[src/ptw_params.svh]
/*
 * Sv39 page table walker constants
 * Address and PPN widths, walk depth, PTE size and the IOMMU cause codes
 */
`ifndef PTW_PARAMS_SVH
`define PTW_PARAMS_SVH

// IOVA, physical address and PPN widths for Sv39
`define PTW_VLEN        39
`define PTW_PLEN        56
`define PTW_PPNW        44

// Three table levels, 8-byte PTEs
`define PTW_LEVELS      3
`define PTW_PTE_BYTES   8

// Process soft-context ID width
`define PTW_PSCID_W     20

// Cause codes reported with a failed walk
`define PTW_CAUSE_W             11
`define PTW_CAUSE_LOAD_PF       13
`define PTW_CAUSE_STORE_PF      15
`define PTW_CAUSE_DATA_CORRUPT  274

`endif
[src/ptw_mem_pkg.sv]
/*
 * Memory read port types for the walker
 * Read address and read data beats plus response status
 */
`include "ptw_params.svh"

package ptw_mem_pkg;

    // Response status of a read beat
    localparam logic [1:0] MEM_RESP_OKAY = 2'b00;

    // Read address, always one full PTE
    typedef struct packed {
        logic [`PTW_PLEN-1:0] addr;
    } mem_rd_req_t;

    // Read data beat, one PTE wide
    typedef struct packed {
        logic [8*`PTW_PTE_BYTES-1:0]    data;
        logic [1:0]                     resp;
    } mem_rd_rsp_t;

endpackage

[src/ptw_types_pkg.sv]
/*
 * Translation types for the Sv39 walker
 * PTE layout, walk level, checker verdict, walk context and IOTLB update entry
 */
`include "ptw_params.svh"

package ptw_types_pkg;

    // Sv39 page table entry, bit 63 first
    typedef struct packed {
        logic [9:0]             reserved;
        logic [`PTW_PPNW-1:0]   ppn;
        logic [1:0]             rsw;
        logic                   d;
        logic                   a;
        logic                   g;
        logic                   u;
        logic                   x;
        logic                   w;
        logic                   r;
        logic                   v;
    } pte_t;

    // Level being walked, LVL1 is the root table
    typedef enum logic [$clog2(`PTW_LEVELS)-1:0] {
        LVL1,
        LVL2,
        LVL3
    } walk_lvl_e;

    // Result of checking one PTE
    typedef struct packed {
        logic                   is_leaf;
        logic                   is_fault;
        logic [`PTW_PPNW-1:0]   next_ppn;
        logic                   is_global;
    } pte_verdict_t;

    // Request context latched at the start of a walk
    typedef struct packed {
        logic [`PTW_VLEN-1:0]       iova;
        logic [`PTW_PSCID_W-1:0]    pscid;
        logic                       is_store;
    } walk_ctx_t;

    // Entry handed to the IOTLB after a good walk
    typedef struct packed {
        logic [`PTW_VLEN-13:0]      vpn;
        logic [`PTW_PSCID_W-1:0]    pscid;
        logic                       is_2m;
        logic                       is_1g;
        pte_t                       content;
    } iotlb_update_t;

endpackage

[src/iommu_ptw_top.sv]
/*
 * Sv39 IOMMU page table walker
 * Walk sequencer, PTE checker and result registers
 */
`include "ptw_params.svh"

module iommu_ptw_top
    import ptw_types_pkg::*;
    import ptw_mem_pkg::*;
(
    input  logic                        clk_i,
    input  logic                        rst_ni,
    // Four-phase walk request
    input  logic                        walk_req_i,
    input  walk_ctx_t                   walk_ctx_i,
    input  logic [`PTW_PPNW-1:0]        iosatp_ppn_i,
    output logic                        walk_ack_o,
    output logic                        busy_o,
    // Walk result
    output logic                        update_valid_o,
    output iotlb_update_t               update_o,
    output logic                        error_valid_o,
    output logic [`PTW_CAUSE_W-1:0]     cause_o,
    // Memory read port
    output logic                        mem_ar_valid_o,
    output mem_rd_req_t                 mem_ar_o,
    input  logic                        mem_ar_ready_i,
    input  logic                        mem_r_valid_i,
    input  mem_rd_rsp_t                 mem_r_i,
    output logic                        mem_r_ready_o
);

    walk_ctx_t      ctx;
    pte_verdict_t   verdict;
    walk_lvl_e      lvl;
    pte_t           pte;
    logic           capture;
    logic           pte_accept;
    logic           done_ok;
    logic           done_err;
    logic           err_is_data;

    ptw_walk_fsm u_walk_fsm (
        .clk_i          (clk_i),
        .rst_ni         (rst_ni),
        .walk_req_i     (walk_req_i),
        .iosatp_ppn_i   (iosatp_ppn_i),
        .ctx_i          (ctx),
        .verdict_i      (verdict),
        .mem_ar_ready_i (mem_ar_ready_i),
        .mem_r_valid_i  (mem_r_valid_i),
        .mem_r_i        (mem_r_i),
        .walk_ack_o     (walk_ack_o),
        .busy_o         (busy_o),
        .capture_o      (capture),
        .mem_ar_valid_o (mem_ar_valid_o),
        .mem_ar_o       (mem_ar_o),
        .mem_r_ready_o  (mem_r_ready_o),
        .lvl_o          (lvl),
        .pte_o          (pte),
        .pte_accept_o   (pte_accept),
        .done_ok_o      (done_ok),
        .done_err_o     (done_err),
        .err_is_data_o  (err_is_data)
    );

    // Checks the PTE on the read data bus
    ptw_pte_check u_pte_check (
        .pte_i      (pte),
        .lvl_i      (lvl),
        .is_store_i (ctx.is_store),
        .verdict_o  (verdict)
    );

    ptw_context_regs u_context_regs (
        .clk_i          (clk_i),
        .rst_ni         (rst_ni),
        .capture_i      (capture),
        .walk_ctx_i     (walk_ctx_i),
        .pte_accept_i   (pte_accept),
        .global_i       (verdict.is_global),
        .done_ok_i      (done_ok),
        .done_err_i     (done_err),
        .err_is_data_i  (err_is_data),
        .lvl_i          (lvl),
        .pte_i          (pte),
        .ctx_o          (ctx),
        .update_valid_o (update_valid_o),
        .update_o       (update_o),
        .error_valid_o  (error_valid_o),
        .cause_o        (cause_o)
    );

endmodule

[src/ptw_context_regs.sv]
/*
 * Walk context and result registers
 * Latch the request, collect the global bit, and hold the IOTLB entry
 * or the cause code until the next walk starts
 */
`include "ptw_params.svh"

module ptw_context_regs
    import ptw_types_pkg::*;
(
    input  logic                        clk_i,
    input  logic                        rst_ni,
    input  logic                        capture_i,
    input  walk_ctx_t                   walk_ctx_i,
    input  logic                        pte_accept_i,
    input  logic                        global_i,
    input  logic                        done_ok_i,
    input  logic                        done_err_i,
    input  logic                        err_is_data_i,
    input  walk_lvl_e                   lvl_i,
    input  pte_t                        pte_i,
    output walk_ctx_t                   ctx_o,
    output logic                        update_valid_o,
    output iotlb_update_t               update_o,
    output logic                        error_valid_o,
    output logic [`PTW_CAUSE_W-1:0]     cause_o
);

    walk_ctx_t                  ctx_q;
    logic                       global_q;
    iotlb_update_t              update_d;
    iotlb_update_t              update_q;
    logic [`PTW_CAUSE_W-1:0]    cause_d;
    logic [`PTW_CAUSE_W-1:0]    cause_q;

    // Entry for the leaf being accepted now
    always_comb begin
        update_d            = '0;
        update_d.vpn        = ctx_q.iova[`PTW_VLEN-1:12];
        update_d.pscid      = ctx_q.pscid;
        update_d.is_2m      = (lvl_i == LVL2);
        update_d.is_1g      = (lvl_i == LVL1);
        update_d.content    = pte_i;
        // G on any level above makes the whole mapping global
        update_d.content.g  = pte_i.g | global_q;
    end

    // Page fault cause follows the access type
    always_comb begin
        if (err_is_data_i) begin
            cause_d = `PTW_CAUSE_W'(`PTW_CAUSE_DATA_CORRUPT);
        end else if (ctx_q.is_store) begin
            cause_d = `PTW_CAUSE_W'(`PTW_CAUSE_STORE_PF);
        end else begin
            cause_d = `PTW_CAUSE_W'(`PTW_CAUSE_LOAD_PF);
        end
    end

    always_ff @(posedge clk_i or negedge rst_ni) begin
        if (!rst_ni) begin
            global_q       <= 1'b0;
            update_valid_o <= 1'b0;
            error_valid_o  <= 1'b0;
        end else if (capture_i) begin
            global_q       <= 1'b0;
            update_valid_o <= 1'b0;
            error_valid_o  <= 1'b0;
        end else begin
            if (pte_accept_i && global_i) begin
                global_q <= 1'b1;
            end
            if (done_ok_i) begin
                update_valid_o <= 1'b1;
            end
            if (done_err_i) begin
                error_valid_o <= 1'b1;
            end
        end
    end

    // Payload, qualified by the valid flags above
    always_ff @(posedge clk_i) begin
        if (capture_i) begin
            ctx_q <= walk_ctx_i;
        end
        if (done_ok_i) begin
            update_q <= update_d;
        end
        if (done_err_i) begin
            cause_q <= cause_d;
        end
    end

    assign ctx_o    = ctx_q;
    assign update_o = update_q;
    assign cause_o  = cause_q;

    // FSM ends a walk with exactly one kind of result
    a_one_result: assert property (@(posedge clk_i) disable iff (!rst_ni)
        !(update_valid_o && error_valid_o));

endmodule

[src/ptw_walk_fsm.sv]
/*
 * Walk sequencer
 * Runs the four-phase request, issues one PTE read per level and
 * decides from the checker verdict whether to descend, finish or fail
 */
`include "ptw_params.svh"

module ptw_walk_fsm
    import ptw_types_pkg::*;
    import ptw_mem_pkg::*;
(
    input  logic                    clk_i,
    input  logic                    rst_ni,
    input  logic                    walk_req_i,
    input  logic [`PTW_PPNW-1:0]    iosatp_ppn_i,
    input  walk_ctx_t               ctx_i,
    input  pte_verdict_t            verdict_i,
    input  logic                    mem_ar_ready_i,
    input  logic                    mem_r_valid_i,
    input  mem_rd_rsp_t             mem_r_i,
    output logic                    walk_ack_o,
    output logic                    busy_o,
    output logic                    capture_o,
    output logic                    mem_ar_valid_o,
    output mem_rd_req_t             mem_ar_o,
    output logic                    mem_r_ready_o,
    output walk_lvl_e               lvl_o,
    output pte_t                    pte_o,
    output logic                    pte_accept_o,
    output logic                    done_ok_o,
    output logic                    done_err_o,
    output logic                    err_is_data_o
);

    // Byte offset bits of a PTE inside its table
    localparam int PTE_OFS_W = $clog2(`PTW_PTE_BYTES);

    typedef enum logic [2:0] {
        IDLE,
        ISSUE,
        WAIT_DATA,
        DONE,
        RELEASE
    } state_e;

    state_e                 state_q, state_n;
    walk_lvl_e              lvl_q, lvl_n;
    logic [`PTW_PPNW-1:0]   base_ppn_q, base_ppn_n;
    logic [8:0]             vpn_slice;

    // VPN index of the table being read
    always_comb begin
        case (lvl_q)
            LVL1:    vpn_slice = ctx_i.iova[38:30];
            LVL2:    vpn_slice = ctx_i.iova[29:21];
            default: vpn_slice = ctx_i.iova[20:12];
        endcase
    end

    // PTE address held steady through ISSUE
    assign mem_ar_o.addr = {base_ppn_q, vpn_slice, {PTE_OFS_W{1'b0}}};

    // Response data seen as a PTE for the checker
    assign pte_o  = pte_t'(mem_r_i.data);
    assign lvl_o  = lvl_q;
    assign busy_o = (state_q != IDLE);

    always_comb begin
        state_n        = state_q;
        lvl_n          = lvl_q;
        base_ppn_n     = base_ppn_q;
        capture_o      = 1'b0;
        mem_ar_valid_o = 1'b0;
        mem_r_ready_o  = 1'b0;
        walk_ack_o     = 1'b0;
        pte_accept_o   = 1'b0;
        done_ok_o      = 1'b0;
        done_err_o     = 1'b0;
        err_is_data_o  = 1'b0;

        case (state_q)
            IDLE: begin
                // Start at the root table named by iosatp
                if (walk_req_i) begin
                    capture_o  = 1'b1;
                    lvl_n      = LVL1;
                    base_ppn_n = iosatp_ppn_i;
                    state_n    = ISSUE;
                end
            end

            ISSUE: begin
                mem_ar_valid_o = 1'b1;
                if (mem_ar_ready_i) begin
                    state_n = WAIT_DATA;
                end
            end

            WAIT_DATA: begin
                mem_r_ready_o = 1'b1;
                if (mem_r_valid_i) begin
                    // Bus error wins over anything the PTE says
                    if (mem_r_i.resp != MEM_RESP_OKAY) begin
                        done_err_o    = 1'b1;
                        err_is_data_o = 1'b1;
                        state_n       = DONE;
                    end else if (verdict_i.is_fault) begin
                        done_err_o = 1'b1;
                        state_n    = DONE;
                    end else begin
                        pte_accept_o = 1'b1;
                        if (verdict_i.is_leaf) begin
                            done_ok_o = 1'b1;
                            state_n   = DONE;
                        end else begin
                            // Descend one level on a pointer
                            base_ppn_n = verdict_i.next_ppn;
                            lvl_n      = (lvl_q == LVL1) ? LVL2 : LVL3;
                            state_n    = ISSUE;
                        end
                    end
                end
            end

            DONE: begin
                // Ack stays up as long as the requester holds req
                walk_ack_o = 1'b1;
                if (!walk_req_i) begin
                    state_n = RELEASE;
                end
            end

            RELEASE: begin
                state_n = IDLE;
            end

            default: begin
                state_n = IDLE;
            end
        endcase
    end

    always_ff @(posedge clk_i or negedge rst_ni) begin
        if (!rst_ni) begin
            state_q <= IDLE;
            lvl_q   <= LVL1;
        end else begin
            state_q <= state_n;
            lvl_q   <= lvl_n;
        end
    end

    // Table base of the level being read
    always_ff @(posedge clk_i) begin
        base_ppn_q <= base_ppn_n;
    end

    // Read address must not move before the memory takes it
    a_ar_stable: assert property (@(posedge clk_i) disable iff (!rst_ni)
        mem_ar_valid_o && !mem_ar_ready_i |=> mem_ar_valid_o && $stable(mem_ar_o));

    // Ack only answers a pending request
    a_ack_has_req: assert property (@(posedge clk_i) disable iff (!rst_ni)
        $rose(walk_ack_o) |-> walk_req_i);

endmodule

[src/ptw_pte_check.sv]
/*
 * PTE checker
 * Classifies one Sv39 PTE at a given level as leaf, pointer or fault
 */
`include "ptw_params.svh"

module ptw_pte_check
    import ptw_types_pkg::*;
(
    input  pte_t            pte_i,
    input  walk_lvl_e       lvl_i,
    input  logic            is_store_i,
    output pte_verdict_t    verdict_o
);

    logic invalid;
    logic leaf;
    logic rsvd_fault;
    logic misaligned;
    logic leaf_fault;
    logic ptr_fault;

    // V clear, or write-only encoding
    assign invalid = !pte_i.v || (!pte_i.r && pte_i.w);

    // Any of R or X marks a leaf
    assign leaf = pte_i.r || pte_i.x;

    // Svnapot and Svpbmt are not supported, upper bits must be zero
    assign rsvd_fault = |pte_i.reserved;

    // Superpage PPN must be aligned to its size
    always_comb begin
        misaligned = 1'b0;
        case (lvl_i)
            LVL1:    misaligned = |pte_i.ppn[17:0];
            LVL2:    misaligned = |pte_i.ppn[8:0];
            default: misaligned = 1'b0;
        endcase
    end

    // Leaf needs A set, R set, and D set for stores
    assign leaf_fault = misaligned
                     || !pte_i.a
                     || !pte_i.r
                     || (is_store_i && !pte_i.d);

    // D, A, U are reserved on pointers
    // A pointer at the last level has nowhere to go
    assign ptr_fault = pte_i.a || pte_i.d || pte_i.u || (lvl_i == LVL3);

    always_comb begin
        verdict_o.is_leaf   = pte_i.v && leaf;
        verdict_o.is_fault  = invalid || rsvd_fault || (leaf ? leaf_fault : ptr_fault);
        // Base of the next table when this is a pointer
        verdict_o.next_ppn  = pte_i.ppn;
        verdict_o.is_global = pte_i.g;
    end

endmodule

[config.mk]
export PLATFORM = sky130hd
export DESIGN_NAME = iommu_ptw_top
export DESIGN_NICKNAME = d
export VERILOG_FILES = /design/src/ptw_mem_pkg.sv /design/src/ptw_types_pkg.sv /design/src/iommu_ptw_top.sv /design/src/ptw_context_regs.sv /design/src/ptw_walk_fsm.sv /design/src/ptw_pte_check.sv
export VERILOG_INCLUDE_DIRS = /design/src /design/src/src
export SDC_FILE = /design/constraint.sdc
export NUM_CORES = 1
export LEC_CHECK = 0
export ABC_CLOCK_PERIOD_IN_PS = 9300
export BUFFER_PORTS_ARGS = -buffer_cell sky130_fd_sc_hd__buf_2
export CAP_MARGIN = 20
export CORE_MARGIN = 2
export CORE_UTILIZATION = 42
export DETAILED_ROUTE_END_ITERATION = 8
export HOLD_SLACK_MARGIN = 0.06
export PLACE_DENSITY_LB_ADDON = 0.05
export RECOVER_POWER = 100
export SLEW_MARGIN = 15
export SYNTH_ARGS = -nofsm -noshare
export SYNTH_HDL_FRONTEND = slang
export SYNTH_SLANG_ARGS = --single-unit
[constraint.sdc]
create_clock -name clk_i -period 9.3 [get_ports clk_i]
set_input_delay 1.86 -clock clk_i [delete_from_list [all_inputs] [get_ports clk_i]]
set_output_delay 1.86 -clock clk_i [all_outputs]
set_load 0.02 [all_outputs]
Yosys cells after proc, flatten, opt, wreduce, memory -nomap -nowiden
Index checks and enable logic that the tools add are counted.

storage, ports and cells
  output and inout port bits = 186
  flip-flop bits (word level) = 236

cells by class
  reduce and logical (&&, ||, !) cells = 31
  bitwise gates (word level) = 1
  mux-type cells = 52
  eq/ne operators = 12

operators by type and width
  cell                                                                   count
  44-bit two-way mux                                                     5
  44-bit case mux with 2 select lines                                    1
  1-bit two-way mux                                                      28
  3-bit two-way mux                                                      6
  9-bit case mux with 2 select lines                                     1
  18-bit OR reduction                                                    1
  2-bit two-way mux                                                      8
  2-bit inequality test, second input constant                           7
  3-bit case mux with 4 select lines                                     1
  1-bit logical OR                                                       10
  2-bit nonzero test                                                     5
  10-bit OR reduction                                                    1
  9-bit OR reduction                                                     1
  3-bit by 2-bit equality test with 1-bit output, second input constant  2
  6-bit AND reduction                                                    1
  1-bit logical AND                                                      4
  1-bit zero test                                                        4
  2-bit case mux with 2 select lines                                     1
  4-bit AND reduction                                                    1
  3-bit by 1-bit equality test with 1-bit output, second input constant  1
  3-bit zero test                                                        1
  3-bit nonzero test                                                     1
  2-bit by 1-bit equality test with 1-bit output, second input constant  1
  2-bit equality test, second input constant                             1
  3 further kinds                                                        3

Depth between registers and ports, before layout
Gate-level depths: netlist of the first run.

  depth in word-level cells = 14
  mapped depth = 6
  gate-level depth less buffers = 5

Hierarchy
A second synthesis of the first run with hierarchy kept.

unflattened totals
  cell total of the unflattened synthesis = 543
  area, all modules = 9356.5 µm²

modules (own cells, without submodules)
  module            area an instance (µm²)  instances  sequential area each (µm²)  cells each
  ptw_context_regs  5826.8                  1          5360.1                      246
  ptw_walk_fsm      3054.2                  1          1446.4                      230
  ptw_pte_check     475.5                   1          0.0                         67

Worst setup path before layout of the first run
Ideal clock, no wire load.

  kind = in2reg
  from = input mem_r_i[56] (netlist name)
  to = register u_context_regs.update_q (netlist bit u_context_regs.update_o[0]), enable pin
  path slack = -1.946 ns
  stages on the path = 4
  library setup time = 0.723 ns
  arrival = 10.523 ns
  path through = or4_4 -> nor4_4 -> nand2_1 -> nor3_1

on the way
  cells in the longest elaborated chain, start to end = 7

ends and longest elaborated chain
  item                            line                    text
  from (decl)                     iommu_ptw_top.sv:29     input mem_rd_rsp_t mem_r_i,
  10-bit OR reduction             ptw_pte_check.sv:30     assign rsvd_fault = |pte_i.reserved;
  1-bit logical OR (2 in series)  ptw_pte_check.sv:54     verdict_o.is_fault = invalid || rsvd_fault || (leaf ? leaf_fault : ptr_fault);
  1-bit two-way mux               ptw_walk_fsm.sv:107     end else if (verdict_i.is_fault) begin
  1-bit two-way mux               ptw_walk_fsm.sv:103     if (mem_r_i.resp != MEM_RESP_OKAY) begin
  1-bit two-way mux               ptw_walk_fsm.sv:101     if (mem_r_valid_i) begin
  1-bit two-way mux               ptw_walk_fsm.sv:81      case (state_q)
  net done_ok                     iommu_ptw_top.sv:39     logic done_ok;
  to (signal assigned)            ptw_context_regs.sv:87  update_q <= update_d;
  to (decl)                       ptw_context_regs.sv:32  iotlb_update_t update_q;

The timed path passes the listed nets, and every way through them passes these cells.
A chain may end at the register's enable or synchronous reset.

Final worst setup path of the first run
  from = register u_walk_fsm.state_q[1]
  to = register u_context_regs.update_q (netlist bit u_context_regs.update_o[46]), enable pin

on the way
  cells in the longest elaborated chain, start to end = 2

ends and longest elaborated chain
  item                                            line                 text
  from (decl)                                     ptw_walk_fsm.sv:46   state_e state_q, state_n;
  from (signal assigned)                          ptw_walk_fsm.sv:148  state_q <= state_n;
  3-bit by 2-bit equality test with 1-bit output  ptw_walk_fsm.sv:81
  1-bit two-way mux                               ptw_walk_fsm.sv:81
  net done_ok                                     iommu_ptw_top.sv:39

The timed path passes the listed nets, and every way through them passes these cells.

==> impl_results.md, run 1 <==
- Max Cap Viol: 4
- Leading cell types in the layout, fill and taps excluded: clkbuf_1, edfxtp_1, buf_2, mux2_2, clkbuf_16
- Min Hold Slack: 417 ps
- Distinct cells, synth: 39
- GR Util met2: 31.6%
- Drt wl/cell: 18.9 um
- Most common cell after layout, fill and taps aside: clkbuf_1
- Combinational share of power: 19.1%
- Maximum vdd drop: 0.000167 V
- Final Hold Viols: 0
- Slew at the pin closest to its max-slew limit: 2760 ps
- Slew margin rel.: -83.8%
- Pleak: 3.54 nW
- WS Path Type: flop to flop
- Die Wd: 139 um
- IO Count: 361
- Starting Density: 42.8%
- Skew-Pair Late Insertion Delay: 500 ps
- Drc violations: 0
- Vias in the first global route: 4902
- First-pass GRT wire length: 27500 um
- Failing checks: max-capacitance violations, max-slew violations
- Clk_skew: 18.0 ps
- Crit-path max FO: 62
- P per Cell Area: 274 nW/um^2
- IO buf count: 340
- Unrepaired setup endpoints after global routing: no
- Reg power frac: 47.7%
- Busiest grt layer: met2
- CTS tree: built
- Nets: 911
- Core ar.: 18000 um^2
- Final HPWL DP: 13300 um
- Total CTS buffers: 23
- Post-synth ARST share: 3.70%
- Clock Pin Slew Worst Setup and Hold Paths: 60 ps
- Via count: 4674
- CP Capture Type: flop
- Clock net sink count: 216
- Switching Fraction: 26.9%
- Gpl congestion: 0.816
- Grt total ovfl: 0
- Startpoint class of the critical path: flop
- P&R area growth vs syn: 31.5%
- 1st-pass router iterations: 4
- H-tree levels: 1
- Clk Tree Root Cell: clkbuf_16
- # Post-CTS Setup Buffers: 0
- DP Cell Count: 938
- # setup viols final: 0
- Post-synth EDFFs: 208
- Cell internal pwr: 0.00202 W
- Syn avg cell area: 20.3 um^2
- Rows: 49
- CP arrival: 5450 ps
- Period utilisation layout: 56.9%
- Met1 usage: 20.8%
- # resized after CTS: 0
- Clk buf depth: 3
- Worst Hold Class: flop to flop
- Slew Limit Fails: 139
- Setup TNS Final: 0 ps
- Yosys warnings: 0
- Ys flop type: edfxtp_1
- Die Height: 139 um
- Initial antenna violation count: 3
- 1st-iter DRT viols: 241
- Met3 GRT Util: 6.95%
- Switching power: 0.000746 W
- Outcome: complete, but fails checks
- Syn Std Cell Area: 7680 um^2
- Post-DRT Antenna Nets: 0
- Critical path required time: 9450 ps
- Syn Inst Count: 378
- Max Freq: 189 MHz
- Minimum clock period: 5290 ps
- Layout Cells excl Fill: 984
- Vias/cell: 4.75
- Die area: 19400 um^2
- CTS Hold Buffers Added: 0
- Synthesis-stage register bit count: 216
- Register area share after synthesis: 83.9%
- Total GRT Usage: 18.3%
- Share of post-route cells with drive strength above 1: 27.9%
- Clock group share of total power: 33.2%
- Final wirelength: 18600 um
- Pin count of the biggest net entering global routing: 83
cell type report:
| class | count | area [um^2] |
|---|---|---|
| Sequential cell | 216 | 6450 |
| Clock buffer | 26 | 587 |
| Multi-Input combinational cell | 142 | 1090 |
| Fill cell | 1573 | 7870 |
| Antenna cell | 3 | 7.51 |
| Inverter | 7 | 26.3 |
| Tap cell | 229 | 287 |
| Timing Repair Buffer | 346 | 1480 |
| Clock inverter | 15 | 175 |
kinds of logic (layout without fill, tap and decap cells):
family          count (synthesis)  in the layout  synth area share, %
compound gates                 25             25                 2.17
buf+inv                        27            394                 2.15
flops                         216            216                 83.9
mux                            55             55                 7.89
other cells                     1             11               0.0488
simple gates                   54             54                 3.81
per-stage QoR:
step / cell area, um^2 / utilization [%] / power (W) / worst slack (ps)
finish: 10100 / 56.2 / 0.00277 / 4010
global route: 10100 / 56.2 / 0.00289 / 3310
CTS: 10400 / 57.8 / 0.00282 / 5140
detailed placement: 9620 / 53.5 / 0.00190 / 4630
global placement: 9600 / 53.4 / 0.00187 / 4650
floorplan: 7710 / - / 0.00170 / 1570
registers in the layout, summed over array words and instances (netlist names):
register	flops
u_context_regs.update_o	113
u_context_regs.ctx_o	48
u_walk_fsm.base_ppn_q	44
u_context_regs.cause_o	3
u_walk_fsm.state_q	3
u_walk_fsm.lvl_o	2
u_context_regs.error_valid_o	1
u_context_regs.global_q	1
u_context_regs.update_valid_o	1
power groups by stage:
stage | combinational [W] | clock [W] | sequential (W)
3_5_place_dp | 0.000561 | 0 | 0.00134
4_1_cts | 0.000561 | 0.000942 | 0.00132
2_1_floorplan | 0.000284 | 0 | 0.00141
6_report | 0.000528 | 0.000920 | 0.00132
3_3_place_gp | 0.000543 | 0 | 0.00133
5_1_grt | 0.000575 | 0.000983 | 0.00134
per-layer routing:
metal  up-vias  wire (um)
li1       2172          -
met1      2242       6880
met2       221       9270
met3        39       1800
met4         0        638
met5         -          0
synth_stat cells (4+ instances only):
cell      instances  share of area [%]
a31oi_1           4               0.33
buf_2             4               0.26
buf_4            11                1.1
dfrtp_1           8                2.6
edfxtp_1        208                 81
inv_1             7               0.34
mux2_2           44                6.5
mux2i_1          11                1.4
nand2_1          19               0.93
nor2_1           10               0.49
nor3_1            6               0.39
o21ai_0          12               0.78
critical path, stage by stage, from the launching register on:
cell,delay [ps]
dfrtp_1,460
nor3b_1,300
clkbuf_1,1990
nand2_1,390
nor3_1,340
clkbuf_1,1020
buf_16,370
final timing paths:
path                                                         start                                        to  slack, ps  cells past startpoint
worst max-delay path             u_walk_fsm.state_q[1]$_DFFE_PN0P_     u_context_regs.update_o[46]$_DFFE_PP_       4010                      6
worst min register to register  u_context_regs.ctx_o[18]$_DFFE_PP_     u_context_regs.update_o[83]$_DFFE_PP_        420                      0
worst max register to register   u_walk_fsm.state_q[1]$_DFFE_PN0P_     u_context_regs.update_o[46]$_DFFE_PP_       4010                      6
max in group asynchronous                                   rst_ni           u_walk_fsm.lvl_o[1]$_DFFE_PN0P_       7690                      1
min in group asynchronous                                   rst_ni  u_context_regs.error_valid_o$_DFFE_PN0P_       1280                      1
worst min-delay path            u_context_regs.ctx_o[18]$_DFFE_PP_     u_context_regs.update_o[83]$_DFFE_PP_        420                      0
Power figures use the tool's default switching activity.
==> run 2: changes to the inputs <==
- ABC_CLOCK_PERIOD_IN_PS: 9300 -> 5050
- CORE_AREA: unset -> 2 2 141 143
- CORE_MARGIN: 2 -> unset
- CORE_UTILIZATION: 42 -> unset
- DIE_AREA: unset -> 0 0 143 145
- clock period: 9.3 -> 5.05 ns (I/O delays scaled with it)
==> run 2 against run 1 <==
  * The flow now finishes without violations
  * Clock skew is 7.9 ps lower
  * Via count decreased by 0.60%
  * First-iteration DRC count decreased by 5.8%
  * Sequential share of layout area increased by 0.079 points
  * Utilization down 3.7 points
  * Cell area is 0.12% lower
  * Sequential power increased by 83%
  * Combinational power increased by 86%
  * Largest power group unchanged
==> impl_results.md, run 2 (synthesis gave the netlist of run 1 again) <==
- Outcome: finished clean
- Minimum clock period: 3850 ps
- Drt wl/cell: 18.3 um
- # Post-CTS Setup Buffers: 0
- Period utilisation layout: 76.3%
- 1st-iter DRT viols: 227
- Critical Path Max Stage Delay: 870 ps
- Critical Path, Cell by Cell: clkbuf_1, nor4_1, a31oi_1, o31ai_1, nand2_1, nor3_1, clkbuf_2
- Reg power frac: 48.5%
- CP arrival: 3960 ps
- Slowest CP cell: clkbuf_2
- Crit-path max FO: 41
- First-pass GRT wire length: 26800 um
- Max Cap Viol: 0
- WS Path Type: primary input to flop
- Vias/cell: 4.57
- Total CTS buffers: 23
- 1st-pass router iterations: 4
- H-tree levels: 1
- Gpl congestion: 0.731
- Final wirelength: 18600 um
- Clock Pin Slew Worst Setup and Hold Paths: 60 ps
- Clk buf depth: 3
- Slew margin rel.: 15.6%
- CTS Hold Buffers Added: 0
- Nets: 910
- Maximum vdd drop: 0.000308 V
- Cell internal pwr: 0.00361 W
- Skew-Pair Late Insertion Delay: 490 ps
- Core ar.: 19200 um^2
- Buffers and inverters on the worst path: 2
- P&R area growth vs syn: 31.3%
- Share of post-route cells with drive strength above 1: 28.3%
- Clk_skew: 10.0 ps
- Initial antenna violation count: 1
- Pin count of the biggest net entering global routing: 73
- CTS tree: built
- Unrepaired setup endpoints after global routing: no
- Worst Hold Class: flop to flop
- Drc violations: 0
- CP Capture Type: flop
- P per Cell Area: 495 nW/um^2
- Via count: 4646
- Clock net sink count: 216
- Pleak: 3.51 nW
- Combinational share of power: 19.7%
- Leading cell types in the layout, fill and taps excluded: clkbuf_1, edfxtp_1, buf_2, mux2_2, clkbuf_16
- Slew Limit Fails: 0
- Starting Density: 40.0%
- # setup viols final: 0
- Startpoint class of the critical path: primary input
- Die area: 20700 um^2
- # resized after CTS: 0
- Max Freq: 260 MHz
- Most common cell after layout, fill and taps aside: clkbuf_1
- Clock group share of total power: 31.8%
- Switching Fraction: 27.6%
- Critical path required time: 5150 ps
- Final HPWL DP: 13100 um
- Slew at the pin closest to its max-slew limit: 1270 ps
- Switching power: 0.00138 W
- Total GRT Usage: 16.9%
- Fillers: 1753
- Min Hold Slack: 413 ps
- Post-DRT Antenna Nets: 0
- Grt total ovfl: 0
- Area post-placement: 9660 um^2
- IO Count: 361
- IO buf count: 340
- Vias in the first global route: 4696
- Final Hold Viols: 0
- Max reg flops: 113
- Clk Tree Root Cell: clkbuf_16
- Cell area after layout: 10100 um^2
- Rows: 51
- Die Wd: 143 um
- Die Height: 145 um
- Top cell family by delay on the critical path: simple AND/OR/NAND/NOR gates
==> run 2: changes by cell type in the layout (fill, tap and decap cells not counted), sizes merged <==
| cell | before | now |
|---|---|---|
| clkinvlp | 1 | 5 |
| clkbuf | 245 | 244 |
| clkinv | 9 | 8 |
| diode | 3 | 1 |
| inv | 8 | 7 |
| bufinv | 4 | 2 |
| buf | 127 | 126 |
==> run 2: path summary, 6_finish.rpt <==
path | from | end | slack (ps) | cells after the start
setup / recovery | mem_r_i[17] | u_context_regs.update_o[17]$_DFFE_PP_ | 1200 | 7
hold / removal | u_context_regs.ctx_o[8]$_DFFE_PP_ | u_context_regs.update_o[73]$_DFFE_PP_ | 410 | 0
setup reg to reg | u_walk_fsm.lvl_o[1]$_DFFE_PN0P_ | u_context_regs.update_o[17]$_DFFE_PP_ | 1460 | 5
hold reg to reg | u_context_regs.ctx_o[8]$_DFFE_PP_ | u_context_regs.update_o[73]$_DFFE_PP_ | 410 | 0
max in group asynchronous | rst_ni | u_context_regs.global_q$_DFFE_PN0P_ | 4300 | 1
min in group asynchronous | rst_ni | u_context_regs.error_valid_o$_DFFE_PN0P_ | 430 | 1
==> run 2: layout make-up <==
class                           count  area, um^2  area share (%)
Clock buffer                       25         583            5.78
Clock inverter                     15         131            1.30
Sequential cell                   216        6450            63.9
Multi-Input combinational cell    142        1080            10.7
Inverter                            7        26.3           0.261
Antenna cell                        1        2.50          0.0248
Tap cell                          265         332            3.29
Timing Repair Buffer              345        1490            14.7
==> run 2: metrics by stage <==
step | total power [W] | setup slack [ps] | util (%) | cells | TNS (ps)
global route | 0.00523 | 1000 | 52.5 | 1015 | 0
floorplan | 0.00313 | -76.2 | - | 385 | -8610
global placement | 0.00346 | 1600 | 50.3 | 974 | 0
detailed placement | 0.00349 | 1570 | 50.3 | 974 | 0
finish | 0.00499 | 1200 | 52.5 | 1016 | 0
CTS | 0.00510 | 2020 | 54.0 | 1014 | 0
==> run 2: worst reg2reg max path: stages, from the launching register on <==
cell	delay (ps)
dfrtp_1	920
a31oi_1	190
o31ai_1	650
nand2_1	170
nor3_1	370
clkbuf_2	870
==> run 2: metal layers <==
layer	track usage, %	vias to the layer above	routed length (um)
met5	0	-	13
met4	4.16	2	262
met3	6.50	25	2080
met2	29.6	241	9450
met1	19.4	2211	6770
li1	-	2167	-
==> run 2: power by group through the flow <==
stage,Clock (W),Combinational (W),Sequential [W]
floorplan,0,0.000525,0.00261
global placement,0,0.00102,0.00245
detailed placement,0,0.00103,0.00246
CTS,0.00165,0.00103,0.00242
global route,0.00173,0.00106,0.00245
finish,0.00159,0.000981,0.00242
